File: config.mk
export PLATFORM = sky130hd
export DESIGN_NAME = music_core
export DESIGN_NICKNAME = d
export VERILOG_FILES = /design/src/verilog/music_pkg.sv /design/src/verilog/song_rom.sv /design/src/verilog/time_advancer.sv /design/src/verilog/song_reader.sv /design/src/verilog/note_voice.sv /design/src/verilog/beat_generator.sv /design/src/verilog/music_core.sv
export SDC_FILE = /design/constraint.sdc
export NUM_CORES = 1
export LEC_CHECK = 0
export BUFFER_PORTS_ARGS = -buffer_cell sky130_fd_sc_hd__buf_2
export CAP_MARGIN = 20
export CORE_AREA = 2 2 58 115
export DETAILED_ROUTE_END_ITERATION = 7
export DIE_AREA = 0 0 60 117
export HOLD_SLACK_MARGIN = 0.08
export PLACE_DENSITY = 0.85
export SLEW_MARGIN = 20
export SYNTH_ARGS = -nofsm -noshare
export SYNTH_HDL_FRONTEND = slang
export SYNTH_HIERARCHICAL = 1
export SYNTH_SLANG_ARGS = --single-unit
File: constraint.sdc
create_clock -name clk -period 3.2 [get_ports clk]
set_input_delay 0.32 -clock clk [delete_from_list [all_inputs] [get_ports clk]]
set_output_delay 0.32 -clock clk [all_outputs]
set_load 0.01 [all_outputs]
File: src/song_data.hex
// one 16-bit word per line, four songs of sixteen entries
// bit 15 clear: note[14:9] duration[8:3]; bit 15 set: beats[14:9]
3020
3818
3E10
4808
8400
4200
4628
8600
5010
4C30
5618
5A10
8000
5E08
8800
6018
1810
8200
1C10
8200
2020
2620
2A20
2E08
8400
3410
0018
8200
7E08
6410
6800
8600
8600
3C1D
4018
4418
4A18
4E18
85FF
5408
8000
8200
5810
5C10
6220
6620
6A20
6E10
7840
7238
6E30
8A00
6850
6018
5A10
5208
8C00
4820
4220
3A20
31F8
3410
8400
3E28

File: src/verilog/music_pkg.sv
`default_nettype none

package music_pkg;

    // ------------------------------------------------------------------
    // widths
    // ------------------------------------------------------------------
    // four songs
    localparam int song_width = 2;
    // sixteen entries per song
    localparam int entry_width = 4;
    localparam int note_width = 6;
    localparam int duration_width = 6;
    // song index on top, entry index below
    localparam int rom_addr_width = song_width + entry_width;
    localparam int rom_depth = 1 << rom_addr_width;

    // ------------------------------------------------------------------
    // timing and voice count
    // ------------------------------------------------------------------
    // clocks per beat, kept small for short runs
    localparam int beat_cycles = 4;
    localparam int beat_count_width = $clog2(beat_cycles);
    localparam int num_voices = 3;

    // reader fsm encoding
    typedef enum logic [2:0] {
        paused            = 3'd0,
        retrieve_note     = 3'd1,
        decode            = 3'd2,
        new_note_ready    = 3'd3,
        advance_time      = 3'd4,
        increment_address = 3'd5
    } reader_state_e;

    // ------------------------------------------------------------------
    // rom word layouts
    // ------------------------------------------------------------------
    // note event, top bit clear
    typedef struct packed {
        logic                      is_advance;
        logic [note_width-1:0]     note;
        logic [duration_width-1:0] duration;
        logic [2:0]                pad;
    } note_event_t;

    // advance event, top bit set
    typedef struct packed {
        logic                      is_advance;
        logic [duration_width-1:0] beats;
        logic [8:0]                pad;
    } advance_event_t;

    // one 16-bit word, two readings of it
    typedef union packed {
        note_event_t    note_ev;
        advance_event_t advance_ev;
    } rom_word_u;

endpackage

`default_nettype wire

File: src/verilog/song_rom.sv
`default_nettype none

module song_rom (
    input  logic                                  clk,
    input  logic [music_pkg::rom_addr_width-1:0]  addr,
    output music_pkg::rom_word_u                  dout
);

    // four songs of sixteen words, song index in the upper address bits
    logic [$bits(music_pkg::rom_word_u)-1:0] mem [0:music_pkg::rom_depth-1];

    initial begin
        $readmemh("/design/src/song_data.hex", mem);
    end

    // registered read
    // word shows up the cycle after the address is presented
    always_ff @(posedge clk) begin
        dout <= mem[addr];
    end

endmodule

`default_nettype wire

File: src/verilog/time_advancer.sv
`default_nettype none

module time_advancer (
    input  logic                                  clk,
    input  logic                                  reset,
    input  logic                                  load_duration,
    input  logic [music_pkg::duration_width-1:0]  duration,
    input  logic                                  beat,
    output logic                                  advance_done
);

    // beats still to wait
    logic [music_pkg::duration_width-1:0] count;
    // set between load and done
    logic active;
    // last beat of the wait, or any beat after a zero load
    logic last_beat;

    assign last_beat = beat && active && (count <= 1);

    always_ff @(posedge clk) begin
        if (reset) begin
            count        <= '0;
            active       <= 1'b0;
            advance_done <= 1'b0;
        end else begin
            // single-cycle pulse
            advance_done <= 1'b0;
            if (load_duration) begin
                // load wins over a coincident beat
                count  <= duration;
                active <= 1'b1;
            end else if (last_beat) begin
                count        <= '0;
                active       <= 1'b0;
                advance_done <= 1'b1;
            end else if (beat && active) begin
                count <= count - 1'b1;
            end
        end
    end

endmodule

`default_nettype wire

File: src/verilog/song_reader.sv
`default_nettype none

module song_reader (
    input  logic                                  clk,
    input  logic                                  reset,
    input  logic                                  play,
    input  logic [music_pkg::song_width-1:0]      song,
    input  logic                                  beat,
    input  logic                                  busy_one,
    input  logic                                  busy_two,
    input  logic                                  busy_three,
    output logic [music_pkg::note_width-1:0]      note,
    output logic [music_pkg::duration_width-1:0]  duration,
    output logic                                  new_note_one,
    output logic                                  new_note_two,
    output logic                                  new_note_three,
    output logic                                  song_done
);

    music_pkg::reader_state_e state;
    music_pkg::reader_state_e next_state;

    // position within the selected song
    logic [music_pkg::entry_width-1:0] entry;
    logic [music_pkg::rom_addr_width-1:0] rom_addr;
    music_pkg::rom_word_u word;

    logic is_advance;
    logic last_entry;
    logic load_advancer;
    logic advance_done;
    // some voice can take a note
    logic voice_free;
    // issue strobe before voice selection
    logic issue;

    // ------------------------------------------------------------------
    // rom and advancer
    // ------------------------------------------------------------------
    assign rom_addr = {song, entry};

    song_rom rom (
        .clk  (clk),
        .addr (rom_addr),
        .dout (word)
    );

    // only advance words load the advancer, in decode
    assign load_advancer = (state == music_pkg::decode) && is_advance;

    time_advancer advance (
        .clk           (clk),
        .reset         (reset),
        .load_duration (load_advancer),
        .duration      (word.advance_ev.beats),
        .beat          (beat),
        .advance_done  (advance_done)
    );

    // ------------------------------------------------------------------
    // word decode
    // ------------------------------------------------------------------
    // top bit shared by both layouts
    assign is_advance = word.note_ev.is_advance;
    // note fields go out on the shared voice buses
    assign note       = word.note_ev.note;
    assign duration   = word.note_ev.duration;
    assign last_entry = (entry == {music_pkg::entry_width{1'b1}});

    // ------------------------------------------------------------------
    // voice allocation
    // ------------------------------------------------------------------
    assign voice_free = !(busy_one && busy_two && busy_three);
    assign issue = (state == music_pkg::new_note_ready) && play;

    // fixed priority, lowest free voice gets the note
    assign new_note_one   = issue && !busy_one;
    assign new_note_two   = issue && busy_one && !busy_two;
    assign new_note_three = issue && busy_one && busy_two && !busy_three;

    // end of song, one cycle in increment_address
    assign song_done = (state == music_pkg::increment_address) && last_entry;

    // ------------------------------------------------------------------
    // fsm
    // ------------------------------------------------------------------
    always_comb begin
        next_state = state;
        case (state)
            music_pkg::paused: begin
                if (play) begin
                    next_state = music_pkg::retrieve_note;
                end
            end
            music_pkg::retrieve_note: begin
                // rom read in flight
                next_state = play ? music_pkg::decode : music_pkg::paused;
            end
            music_pkg::decode: begin
                if (!play) begin
                    next_state = music_pkg::paused;
                end else if (is_advance) begin
                    next_state = music_pkg::advance_time;
                end else begin
                    next_state = music_pkg::new_note_ready;
                end
            end
            music_pkg::new_note_ready: begin
                // wait here as long as every voice is busy
                if (!play) begin
                    next_state = music_pkg::paused;
                end else if (voice_free) begin
                    next_state = music_pkg::increment_address;
                end
            end
            music_pkg::advance_time: begin
                // finish the wait even if play drops
                if (advance_done) begin
                    next_state = music_pkg::increment_address;
                end
            end
            music_pkg::increment_address: begin
                if (last_entry || !play) begin
                    next_state = music_pkg::paused;
                end else begin
                    next_state = music_pkg::retrieve_note;
                end
            end
            default: begin
                next_state = music_pkg::paused;
            end
        endcase
    end

    always_ff @(posedge clk) begin
        if (reset) begin
            state <= music_pkg::paused;
            entry <= '0;
        end else begin
            state <= next_state;
            // entry consumed, wraps to 0 after the last one
            if (state == music_pkg::increment_address) begin
                entry <= last_entry ? '0 : entry + 1'b1;
            end
        end
    end

endmodule

`default_nettype wire

File: src/verilog/note_voice.sv
`default_nettype none

module note_voice (
    input  logic                                  clk,
    input  logic                                  reset,
    input  logic                                  beat,
    input  logic                                  new_note,
    input  logic [music_pkg::note_width-1:0]      note_in,
    input  logic [music_pkg::duration_width-1:0]  duration_in,
    output logic [music_pkg::note_width-1:0]      note,
    output logic [music_pkg::duration_width-1:0]  duration,
    output logic                                  busy
);

    // beats left on the current note
    logic [music_pkg::duration_width-1:0] remaining;

    // held note and its full duration
    always_ff @(posedge clk) begin
        if (new_note) begin
            note     <= note_in;
            duration <= duration_in;
        end
    end

    // ------------------------------------------------------------------
    // duration countdown
    // ------------------------------------------------------------------
    always_ff @(posedge clk) begin
        if (reset) begin
            remaining <= '0;
            busy      <= 1'b0;
        end else if (new_note) begin
            // a beat in the same cycle is not counted
            remaining <= duration_in;
            busy      <= 1'b1;
        end else if (beat && busy) begin
            // zero or one left, this beat ends the note
            if (remaining <= 1) begin
                remaining <= '0;
                busy      <= 1'b0;
            end else begin
                remaining <= remaining - 1'b1;
            end
        end
    end

endmodule

`default_nettype wire

File: src/verilog/beat_generator.sv
`default_nettype none

module beat_generator (
    input  logic clk,
    input  logic reset,
    output logic beat
);

    logic [music_pkg::beat_count_width-1:0] count;
    logic wrap;

    // last clock of the beat period
    assign wrap = (count == music_pkg::beat_count_width'(music_pkg::beat_cycles - 1));

    always_ff @(posedge clk) begin
        if (reset) begin
            count <= '0;
            beat  <= 1'b0;
        end else begin
            count <= wrap ? '0 : count + 1'b1;
            // one-cycle pulse per period
            beat  <= wrap;
        end
    end

endmodule

`default_nettype wire

File: src/verilog/music_core.sv
`default_nettype none

module music_core (
    input  logic                                  clk,
    input  logic                                  reset,
    input  logic                                  play,
    input  logic [music_pkg::song_width-1:0]      song,
    output logic                                  beat,
    output logic                                  song_done,
    output logic [music_pkg::note_width-1:0]      note_one,
    output logic [music_pkg::note_width-1:0]      note_two,
    output logic [music_pkg::note_width-1:0]      note_three,
    output logic [music_pkg::duration_width-1:0]  duration_one,
    output logic [music_pkg::duration_width-1:0]  duration_two,
    output logic [music_pkg::duration_width-1:0]  duration_three,
    output logic                                  new_note_one,
    output logic                                  new_note_two,
    output logic                                  new_note_three,
    output logic                                  busy_one,
    output logic                                  busy_two,
    output logic                                  busy_three
);

    // shared note buses from the reader
    logic [music_pkg::note_width-1:0]     note_bus;
    logic [music_pkg::duration_width-1:0] duration_bus;
    // one busy bit per voice, voice one at bit 0
    logic [music_pkg::num_voices-1:0]     voice_busy;

    assign busy_one   = voice_busy[0];
    assign busy_two   = voice_busy[1];
    assign busy_three = voice_busy[2];

    beat_generator beat_gen (
        .clk   (clk),
        .reset (reset),
        .beat  (beat)
    );

    song_reader reader (
        .clk            (clk),
        .reset          (reset),
        .play           (play),
        .song           (song),
        .beat           (beat),
        .busy_one       (voice_busy[0]),
        .busy_two       (voice_busy[1]),
        .busy_three     (voice_busy[2]),
        .note           (note_bus),
        .duration       (duration_bus),
        .new_note_one   (new_note_one),
        .new_note_two   (new_note_two),
        .new_note_three (new_note_three),
        .song_done      (song_done)
    );

    // ------------------------------------------------------------------
    // voices
    // ------------------------------------------------------------------
    note_voice voice_one (
        .clk         (clk),
        .reset       (reset),
        .beat        (beat),
        .new_note    (new_note_one),
        .note_in     (note_bus),
        .duration_in (duration_bus),
        .note        (note_one),
        .duration    (duration_one),
        .busy        (voice_busy[0])
    );

    note_voice voice_two (
        .clk         (clk),
        .reset       (reset),
        .beat        (beat),
        .new_note    (new_note_two),
        .note_in     (note_bus),
        .duration_in (duration_bus),
        .note        (note_two),
        .duration    (duration_two),
        .busy        (voice_busy[1])
    );

    note_voice voice_three (
        .clk         (clk),
        .reset       (reset),
        .beat        (beat),
        .new_note    (new_note_three),
        .note_in     (note_bus),
        .duration_in (duration_bus),
        .note        (note_three),
        .duration    (duration_three),
        .busy        (voice_busy[2])
    );

endmodule

`default_nettype wire

After elaboration in Yosys (flattened, before gate mapping) --
Cells that the tools add are included.
Storage, ports and cells: input bits 5, word-level logic and storage cells 109, bits in registers 91, output and inout bits 44
Cells by class: reduce and logical (&&, ||, !) cells 35, muxes and demuxes 34, equality and inequality tests 10, magnitude comparators 4, add/subtract/negate cells 6
Operators by type and width (count):
- $mux W6 | 12
- $le A6 B1 Y1 const B | 4
- $sub A6 B1 Y6 const B | 4
- $mux W3 | 6
- $pmux W3 S6 | 1
- $logic_and A1 B1 Y1 | 15
- $reduce_bool A2 Y1 | 7
- $mux W1 | 13
- $eq A3 B2 Y1 const B | 2
- $eq A3 B3 Y1 const B | 2
- $reduce_and A2 Y1 | 3
- $add A4 B1 Y4 const B | 1
- $eq A4 B4 Y1 const B | 1
- $logic_not A1 Y1 | 4
- $mux W4 | 1
- $ne A2 B2 Y1 const B | 2
- $reduce_or A2 Y1 | 2
- $eq A3 B1 Y1 const B | 1
- $logic_not A3 Y1 | 1
- $ne A3 B3 Y1 const B | 1
- $reduce_and A3 Y1 | 1
- $reduce_bool A3 Y1 | 1
- $add A2 B1 Y2 const B | 1
- $eq A2 B2 Y1 const B | 1
- other kinds (2) | 2

Logic depth before layout (Yosys ltp) --
Gate-level depths: netlist (run 1).
depth in word-level cells 7, depth in mapped cells 7

Modules after synthesis --
Netlist (run 1), hierarchy kept.
Modules (own cells, without submodules):
- note_voice | cells each 62, area each 793.3 um^2, times used 3
- time_advancer | cells each 54, area each 474.2 um^2, times used 1
- song_reader | cells each 58, area each 430.4 um^2, times used 1
- song_rom | cells each 17, area each 123.9 um^2, times used 1
- beat_generator | cells each 7, area each 103.8 um^2, times used 1

Least setup slack after synthesis (run 1) --
Ideal clock, no wire load.
kind register to register, from register reader.state[1], to register voice_three/remaining[5] (netlist bit), cell stages (with the launch flop) 8, period minus slack after synthesis 3.069 ns, setup slack 0.131 ns, path buffers 2, setup time 0.078 ns, data arrival time 2.991 ns, path through dfxtp_1 -> buf_2 -> nand4b_1 -> nor4_1 -> clkbuf_1 -> inv_1 -> and4_1 -> nor3_1
On the way: word-level cells in the longest chain between the ends 6, elaborated cells on any way between the ends 7, classes of those cells 1 x eq/ne; 1 x mux; 5 x reduce/logical
RTL lines:
- start, declared | line song_reader.sv:20 | music_pkg::reader_state_e state;
- start signal, assigned | line song_reader.sv:137 | state <= music_pkg::paused;
- start signal, assigned | line song_reader.sv:140 | state <= next_state;
- $eq A3 B2 Y1 (*) | line song_reader.sv:74 | assign issue = (state == music_pkg::new_note_ready) && play;
- $logic_and A1 B1 Y1 (*) | line song_reader.sv:74
- $logic_and A1 B1 Y1 (*) (3 in a row) | line song_reader.sv:79 | assign new_note_three = issue && busy_one && busy_two && !busy_three;
- named net new_note_three | line music_core.sv:18 | output logic new_note_three,
- $mux W6 or $reduce_bool A2 Y1 (tied branches)
- end signal, assigned | line note_voice.sv:35 | remaining <= duration_in;
- end signal, assigned | line note_voice.sv:43 | remaining <= remaining - 1'b1;
- end, declared | line note_voice.sv:16 | logic [music_pkg::duration_width-1:0] remaining;
Mark *: on every way through the listed nets, which the timed path passes. The rest lies on a longest branch. A chain may end at the register's enable or synchronous reset.

Worst setup path after layout (run 1) --
from register reader.state[1], to output new_note_one
On the way: word-level cells in the longest chain between the ends 3
RTL lines:
- $eq A3 B2 Y1 | line song_reader.sv:74
- $logic_and A1 B1 Y1 | line song_reader.sv:74
- $logic_and A1 B1 Y1 | line song_reader.sv:77 | assign new_note_one = issue && !busy_one;
- end, declared | line music_core.sv:16 | output logic new_note_one,
Every way passes these cells.

==> results of run 1 <==
how the worst min path moves through the flow:
stage                                    to         startpoint  depth (start not counted)  slack, ns
after floorplan               beat_gen/beat              reset                          1       0.39
after global placement    beat_gen/count[0]  beat_gen/count[0]                          1       0.41
after detailed placement  beat_gen/count[0]  beat_gen/count[0]                          1       0.43
after CTS                   reader/state[1]               play                          3       0.32
after global routing        reader/state[2]               play                          3       0.35
final                       reader/state[1]               play                          3       0.33
flip-flops by register name, indices dropped and copies added, names as in the netlist, 4 cells and up:
| signal | cells |
|---|---|
| voice_three/note | 6 |
| reader/entry | 4 |
| voice_three/duration | 6 |
| voice_three/remaining | 6 |
| voice_two/note | 6 |
| voice_two/duration | 6 |
| voice_two/remaining | 6 |
| voice_one/remaining | 6 |
| reader/advance/count | 6 |
| voice_one/note | 6 |
| voice_one/duration | 6 |
through the flow:
step / hold slack (ns) / power [W] / worst slack, ns
after floorplan: 0.3858 / 0.001111 / 0.1308
after CTS: 0.3164 / 0.002171 / 0.8254
final: 0.3260 / 0.002159 / 0.7942
after detailed placement: 0.4287 / 0.001119 / 1.098
after global routing: 0.3482 / 0.002219 / 0.5928
after global placement: 0.4145 / 0.001114 / 1.142
routing by layer:
layer / GRT usage / wire length [µm] / vias up
met5: 0 / 0 / -
met4: 0.1096 / 165 / 0
met3: 0.05495 / 483 / 14
met2: 0.3681 / 3715 / 129
met1: 0.2666 / 2868 / 1267
li1: - / - / 1286
report_power, final:
group	switching (W)	total (W)	internal, W
Clock	0.000370	0.00105	0.000683
Sequential	0.0000134	0.00103	0.00101
Combinational	0.0000480	0.0000773	0.0000293
Total	0.000432	0.00216	0.00173
final cells by class:
class	count	area (µm²)	area share
clock buffers	10	229.0	0.05591
repair buffers	49	252.7	0.06172
multi-input cells	198	1415	0.3456
clock inverters	6	90.09	0.02200
inverters	37	138.9	0.03391
flip-flops and latches	75	1862	0.4546
well taps	86	107.6	0.02628
worst max-delay path, stage by stage, from the launching register on:
cell      delay, ns
dfxtp_1        0.53
nand4b_1       0.30
nor2_1         0.65
buf_2          0.27
==> impl_metrics.ini, run 1 <==
[power]
p_leak_nw = 1.406
vdd_drop_max_mv = 0.2936
power.density_nw_per_um2 = 527.1

[clocking]
cts_tree = done
cts_setup_buffers = 0
numCtsBuffers = 9
worst_skew_pair.late_latency_ns = 0.33
postCtsHoldBufs = 0
cts.root.buffer_cell = clkbuf_16
clock-sinks = 75
path_clk_slew_ns = 0.05
clockBufferDepth = 2
h-tree-depth = 3
ctsResizeCount = 0

[grt]
grt_pass1_vias = 2562
grt_max_degree = 41
grt_overflow = 0
antenna_found_initial = 0
grt_pass1_wl_mm = 11.85
grt_util_all_layers = 0.2237

[layout]
final_util = 0.6597
stdcell_count = 461
most-common-layout-cells = buf_2, dfxtp_1, inv_1
final_common_cell = buf_2
final_nets = 385
area_growth_pct = 17.35
n_fill_cell = 480
final_area_um2 = 4095
drive_above_1_share = 0.2187
antenna_cells = 0

[routing]
ant_nets = 0
first_pass_iters = 5
routed_via_density = 5.848
vias = 2696
first_iter_violations = 132
drc = 0
finalWirelength_mm = 7.233
routedWlPerCell_um = 15.69

[timing]
skew_ns = 0.002459
final-setup-viol-count = 0
drv_slew = 16
fmax_mhz = 415.7
period_share = 0.7518
tns_ns = 0
slew_headroom = -0.1019
final-hold-violation-count = 0
max_slew.worst_pin.slew_ns = 1.649
rsz0062_at_grt = false
fin_crit_ns = 2.406

[critical_path]
crit_end = new_note_one
cp-startpoint = reader/state[1]
crit_required_ns = 2.88
r2r-start = reader/state[1]
rrSetupSlack_ns = 1.05
timing.rr.end = voice_one/note[1]
cp.arrival_ns = 2.09
r2r_cells = 3
endpoint_kind = output port
crit_fanout = 11
path_class = flop to output port
setup.worst_path.start_class = flop

[placed_design]
dp_cells = 445
post-dp-hpwl_mm = 4.830
place.gp.congestion = 0.8276
portBuffers = 46
place_area_um2 = 3776

[die]
coreArea_um2 = 6207
dieArea_um2 = 7020
start_util = 0.5622
io_pins = 49
chipWidth_um = 60
placementRows = 41
die_h_um = 117

[yosys]
syn_area_per_cell_um2 = 10.94
synth_cells = 319
syn-cell-area_um2 = 3490
yosysWarnings = 6

[run_status]
outcome = complete, but fails checks
violations = slew limit

[hold_path]
hp-class = primary input to flop

[flow_run]
drv_cap = 0
No activity file was read; power rests on OpenSTA's default activity.
==> run 2: changes to the inputs <==
Settings changed: ABC_AREA set to 1, CORE_AREA 2 2 58 115 to 2 2 63 124, DIE_AREA 0 0 60 117 to 0 0 65 126, PLACE_DENSITY 0.85 to 0.82.
Clock period 3.2 ns to 2 ns, I/O delays scaled along.
==> run 2 against run 1 <==
- the run now ends clean
- clock-buffer cell count fell by 1
- area after synthesis rose by 8.6%
- first-iteration DRC count rose by 110%
- non-clock buffer count rose by 11
- die area rose by 17%
- synthesized cell count rose by 36%
- flip-flop and latch count did not move
- sequential share of layout area fell by 4.5 points
- utilization fell by 2.9 points
- final cell count rose by 30%
- register-to-register slack got worse by 0.82 ns
- sequential power rose by 59%
- critical endpoint is now new_note_three
- largest cell class unchanged
==> impl_metrics.ini, run 2 <==
[clocking]
cts_tree = done
numCtsBuffers = 9
postCtsHoldBufs = 0
path_clk_slew_ns = 0.06
worst_skew_pair.late_latency_ns = 0.34
clock-sinks = 75
h-tree-depth = 3
cts.root.buffer_cell = clkbuf_16
clockBufferDepth = 2

[layout]
area_growth_pct = 19.94
n_fill_cell = 609
final_common_cell = nand2_1
most-common-layout-cells = nand2_1, inv_1, buf_2
antenna_cells = 0
final_nets = 517
drive_above_1_share = 0.2821
regArea_um2 = 1862
multi_input_area_um2 = 1587

[critical_path]
setup.worst_path.start_class = flop
timing.rr.end = voice_three/duration[4]
crit_required_ns = 1.80
cpMaxStageDelayCell = dfxtp_1
path_cells = inv_2 > nand2_1 > nor2_2 > nand2_2 > nor3b_4 > buf_6 > buf_2
r2r_cells = 7
max_stage_delay_ns = 0.38
crit_fanout = 6
cp_num_buf_inv = 3
rrSetupSlack_ns = 0.23
cp.arrival_ns = 1.70
path_class = flop to output port
r2r-start = reader/state[2]
endpoint_kind = output port
cp_top_family = simple AND/OR/NAND/NOR gates

[routing]
vias = 3026
finalWirelength_mm = 8.309
first_pass_iters = 4
drc = 0
first_iter_violations = 272
ant_nets = 0
routed_via_density = 5.052
routedWlPerCell_um = 13.87

[yosys]
synth_cells = 435
yosysWarnings = 6
syn_area_per_cell_um2 = 8.712
syn-cell-area_um2 = 3790

[timing]
final-setup-viol-count = 0
max_slew.worst_pin.slew_ns = 0.5446
period_share = 0.9506
fmax_mhz = 526.0
tns_ns = 0
fin_crit_ns = 1.901
skew_ns = 0.003805
slew_headroom = 0.6369
rsz0062_at_grt = false
drv_slew = 0
final-hold-violation-count = 0

[grt]
grt_overflow = 0
grt_util_all_layers = 0.2195
grt_pass1_wl_mm = 13.54
antenna_found_initial = 0
grt_max_degree = 26
grt_pass1_vias = 2864

[die]
io_pins = 49
start_util = 0.5255
die_h_um = 126
placementRows = 44
dieArea_um2 = 8190
coreArea_um2 = 7212
chipWidth_um = 65

[flow_run]
drv_cap = 0

[placed_design]
portBuffers = 46
place.gp.congestion = 0.9188
post-dp-hpwl_mm = 5.723

[power]
p_leak_nw = 2.027
vdd_drop_max_mv = 0.3916
finalPower_w = 0.003648
power.density_nw_per_um2 = 802.6

[hold_path]
holdPathStages = 5
min_to = reader/state[0]
min-delay-start = play
hp-class = primary input to flop

[run_status]
outcome = finished, final reports clean
[run 2: worst register-to-register path, cell delays in order, from the launching register on]
cell     delay (ns)
dfxtp_1        0.38
inv_2          0.12
nand2_1        0.10
nor2_2         0.16
nand2_2        0.11
nor3b_4        0.23
buf_6          0.14
buf_4          0.22
[run 2: worst max path at each step]
stage | from | endpoint | slack, ns | cells past startpoint
6_report | reader/state[2] | new_note_three | 0.1 | 7
5_1_grt | reader/state[2] | new_note_three | 0.02 | 7
4_1_cts | reader/state[2] | new_note_two | 0.03 | 7
3_5_place_dp | reader/state[2] | new_note_three | 0.19 | 7
3_3_place_gp | reader/state[2] | new_note_three | 0.25 | 7
2_1_floorplan | reader/state[2] | voice_three/remaining[5] | 0.01 | 10
[run 2: layer usage]
layer  GRT usage  vias up  share of wire  routed length (µm)
met4      0.1339        0          0.044                 363
li1            -     1515              -                   -
met3     0.04018       22          0.045                 372
met5           0        -              0                   0
met2      0.4008       75           0.56                4634
met1      0.2215     1414           0.35                2938
[run 2: per-stage QoR]
stage | instance area, µm² | setup slack (ns) | hold slack (ns) | instances | utilization
2_1_floorplan | 3851 | 0.01297 | 0.2624 | 447 | -
3_3_place_gp | 4130 | 0.2485 | 0.4047 | 575 | 0.5727
3_5_place_dp | 4130 | 0.1933 | 0.4189 | 575 | 0.5727
4_1_cts | 4506 | 0.02651 | 0.2889 | 594 | 0.6247
5_1_grt | 4546 | 0.01856 | 0.3340 | 599 | 0.6303
6_report | 4546 | 0.09878 | 0.2982 | 599 | 0.6303
[run 2: final cells by class]
type	count	area share
clock inverters	7	0.02560
well taps	92	0.02532
repair buffers	60	0.07735
flip-flops and latches	75	0.4096
clock buffers	9	0.04955
multi-input cells	283	0.3490
inverters	73	0.06358
[run 2: power by group]
group          total, W  switching, W  internal, W
Sequential      0.00164     0.0000190      0.00163
Clock           0.00184      0.000629      0.00121
Combinational  0.000159      0.000112    0.0000473
[run 2: repair_timing]
item,in CTS,in global routing
gates resized for setup,3,1
pin swaps,2,2
endpoints found under the hold margin,0,0
setup endpoints to repair,2,2
setup buffers,3,5
==> run 3: changes to the inputs <==
Settings changed: CORE_AREA 2 2 63 124 to 2 2 83 165, DIE_AREA 0 0 65 126 to 0 0 85 167, PLACE_DENSITY 0.82 to 0.54, RECOVER_POWER set to 25.
==> run 3 against run 2 <==
- via count down 1.1%
- clock-buffer cell count up 2
- worst hold slack better by 0.010 ns
- utilization down 28 points
- clock skew about the same
- wire length up 8.9%
- die area up 73%
- maximum frequency up 1.3%
- power down 3.8%
- largest cell class unchanged
- largest power group unchanged
==> impl_metrics.ini, run 3 (same netlist as run 2, synthesis figures left out) <==
[layout]
stdcell_count = 655
final_common_cell = nand2_1
most-common-layout-cells = nand2_1, inv_1, dfxtp_1
final_nets = 513
antenna_cells = 0
drive_above_1_share = 0.2187
area_growth_pct = 20.01
n_fill_cell = 1341
final_util = 0.3521

[clocking]
numCtsBuffers = 9
cts.root.buffer_cell = clkbuf_16
cts_tree = done
path_clk_slew_ns = 0.06
h-tree-depth = 3
clockBufferDepth = 2
worst_skew_pair.late_latency_ns = 0.34
postCtsHoldBufs = 0
clock-sinks = 75

[timing]
tns_ns = 0
period_share = 0.9385
max_slew.worst_pin.slew_ns = 0.5221
slew_headroom = 0.6519
final-setup-viol-count = 0
drv_slew = 0
skew_ns = 0.004080
fmax_mhz = 532.8
final-hold-violation-count = 0
final.setup.worst_slack_ns = 0.1230
fin_crit_ns = 1.877
rsz0062_at_grt = false

[critical_path]
endpoint_kind = output port
rrSetupSlack_ns = 0.21
crit_fanout = 6
path_class = flop to output port
timing.rr.end = voice_three/note[5]
cp.arrival_ns = 1.68
r2r_cells = 7
crit_required_ns = 1.80
r2r-start = reader/state[2]
cp-startpoint = reader/state[2]
setup.worst_path.start_class = flop

[hold_path]
min-delay-start = reset
holdPathStages = 2
hp-class = primary input to flop
min_to = beat_gen/beat

[die]
die_h_um = 167
placementRows = 59
chipWidth_um = 85
start_util = 0.2934
coreArea_um2 = 12920
dieArea_um2 = 14200
io_pins = 49

[power]
pwr-share-clk = 0.486
swShare = 0.2128
p_leak_nw = 1.926
seq_power_share = 0.468
vdd_drop_max_mv = 0.4368
p_int_w = 0.002763
switching_power_w = 0.0007468
power.density_nw_per_um2 = 771.8
combPwrFrac = 0.046

[placed_design]
dp_slack_ns = 0.1328
dp_cells = 636
place.gp.congestion = 0.8353
portBuffers = 46
post-dp-hpwl_mm = 6.342

[routing]
vias = 2993
first_pass_iters = 5
routed_via_density = 4.569
first_iter_violations = 106
ant_nets = 0
drc = 0
routedWlPerCell_um = 13.82
finalWirelength_mm = 9.051

[grt]
grt_util_all_layers = 0.1327
grt_max_degree = 23
grt_overflow = 0
grt_pass1_wl_mm = 14.62
antenna_found_initial = 0
grt_pass1_vias = 3034

[run_status]
outcome = finished, final reports clean

[flow_run]
drv_cap = 0
## run 3: cell count changes in the layout (fill, tap and decap cells not counted), moves of 2 or more
cell	delta
buf_4	-5
clkinv_1	+2
clkbuf_1	+27
buf_2	-25
buf_12	+2
## run 3: worst max-delay path, stage by stage (launching register included)
cell,delay [ns]
dfxtp_1,0.36
inv_2,0.09
nand2_1,0.12
nor2_4,0.15
nand2_2,0.11
nor3b_4,0.25
buf_12,0.14
buf_2,0.12
## run 3: worst max-delay path by stage
stage                                          end  slack [ns]
after floorplan           voice_three/remaining[5]        0.01
after global placement              new_note_three        0.18
after detailed placement            new_note_three        0.13
after CTS                           new_note_three        0.01
after global routing                new_note_three        0.05
final                               new_note_three        0.12
## run 3: metrics by stage
step                      hold WS, ns  instance area, µm²  power (W)
after floorplan                0.2624                3851   0.001804
after global placement         0.4040                4225   0.001819
after detailed placement       0.4219                4225   0.001824
after CTS                      0.3041                4578   0.003543
after global routing           0.3248                4548   0.003639
final                          0.3082                4548   0.003510
## run 3: final cells by class
type / count / area (µm²) / share of cell area
multi-input cells: 283 / 1584 / 0.3483
inverters: 73 / 289.0 / 0.06355
clock buffers: 11 / 232.7 / 0.05117
repair buffers: 56 / 311.5 / 0.06850
well taps: 152 / 190.2 / 0.04182
clock inverters: 5 / 77.57 / 0.01706
flip-flops and latches: 75 / 1863 / 0.4096
## run 3: what timing repair did
item                                    4_1_cts  5_1_grt
buffers inserted                              3        0
endpoints found under the setup margin        2        3
pin swaps                                     1        1
gates resized for setup                       5        3
## run 3: routing by layer
metal / share of wire / vias up / global-route usage
li1: - / 1499 / -
met1: 0.34 / 1408 / 0.1212
met2: 0.59 / 65 / 0.2575
met3: 0.028 / 21 / 0.02180
met4: 0.042 / 0 / 0.08420
met5: 0 / - / 0
## run 3: power by group through the flow
stage / Combinational [W] / Sequential (W) / Clock [W]
2_1_floorplan: 0.000130 / 0.00167 / 0
3_3_place_gp: 0.000147 / 0.00167 / 0
3_5_place_dp: 0.000150 / 0.00167 / 0
4_1_cts: 0.000152 / 0.00164 / 0.00175
5_1_grt: 0.000184 / 0.00164 / 0.00181
6_report: 0.000162 / 0.00164 / 0.00171
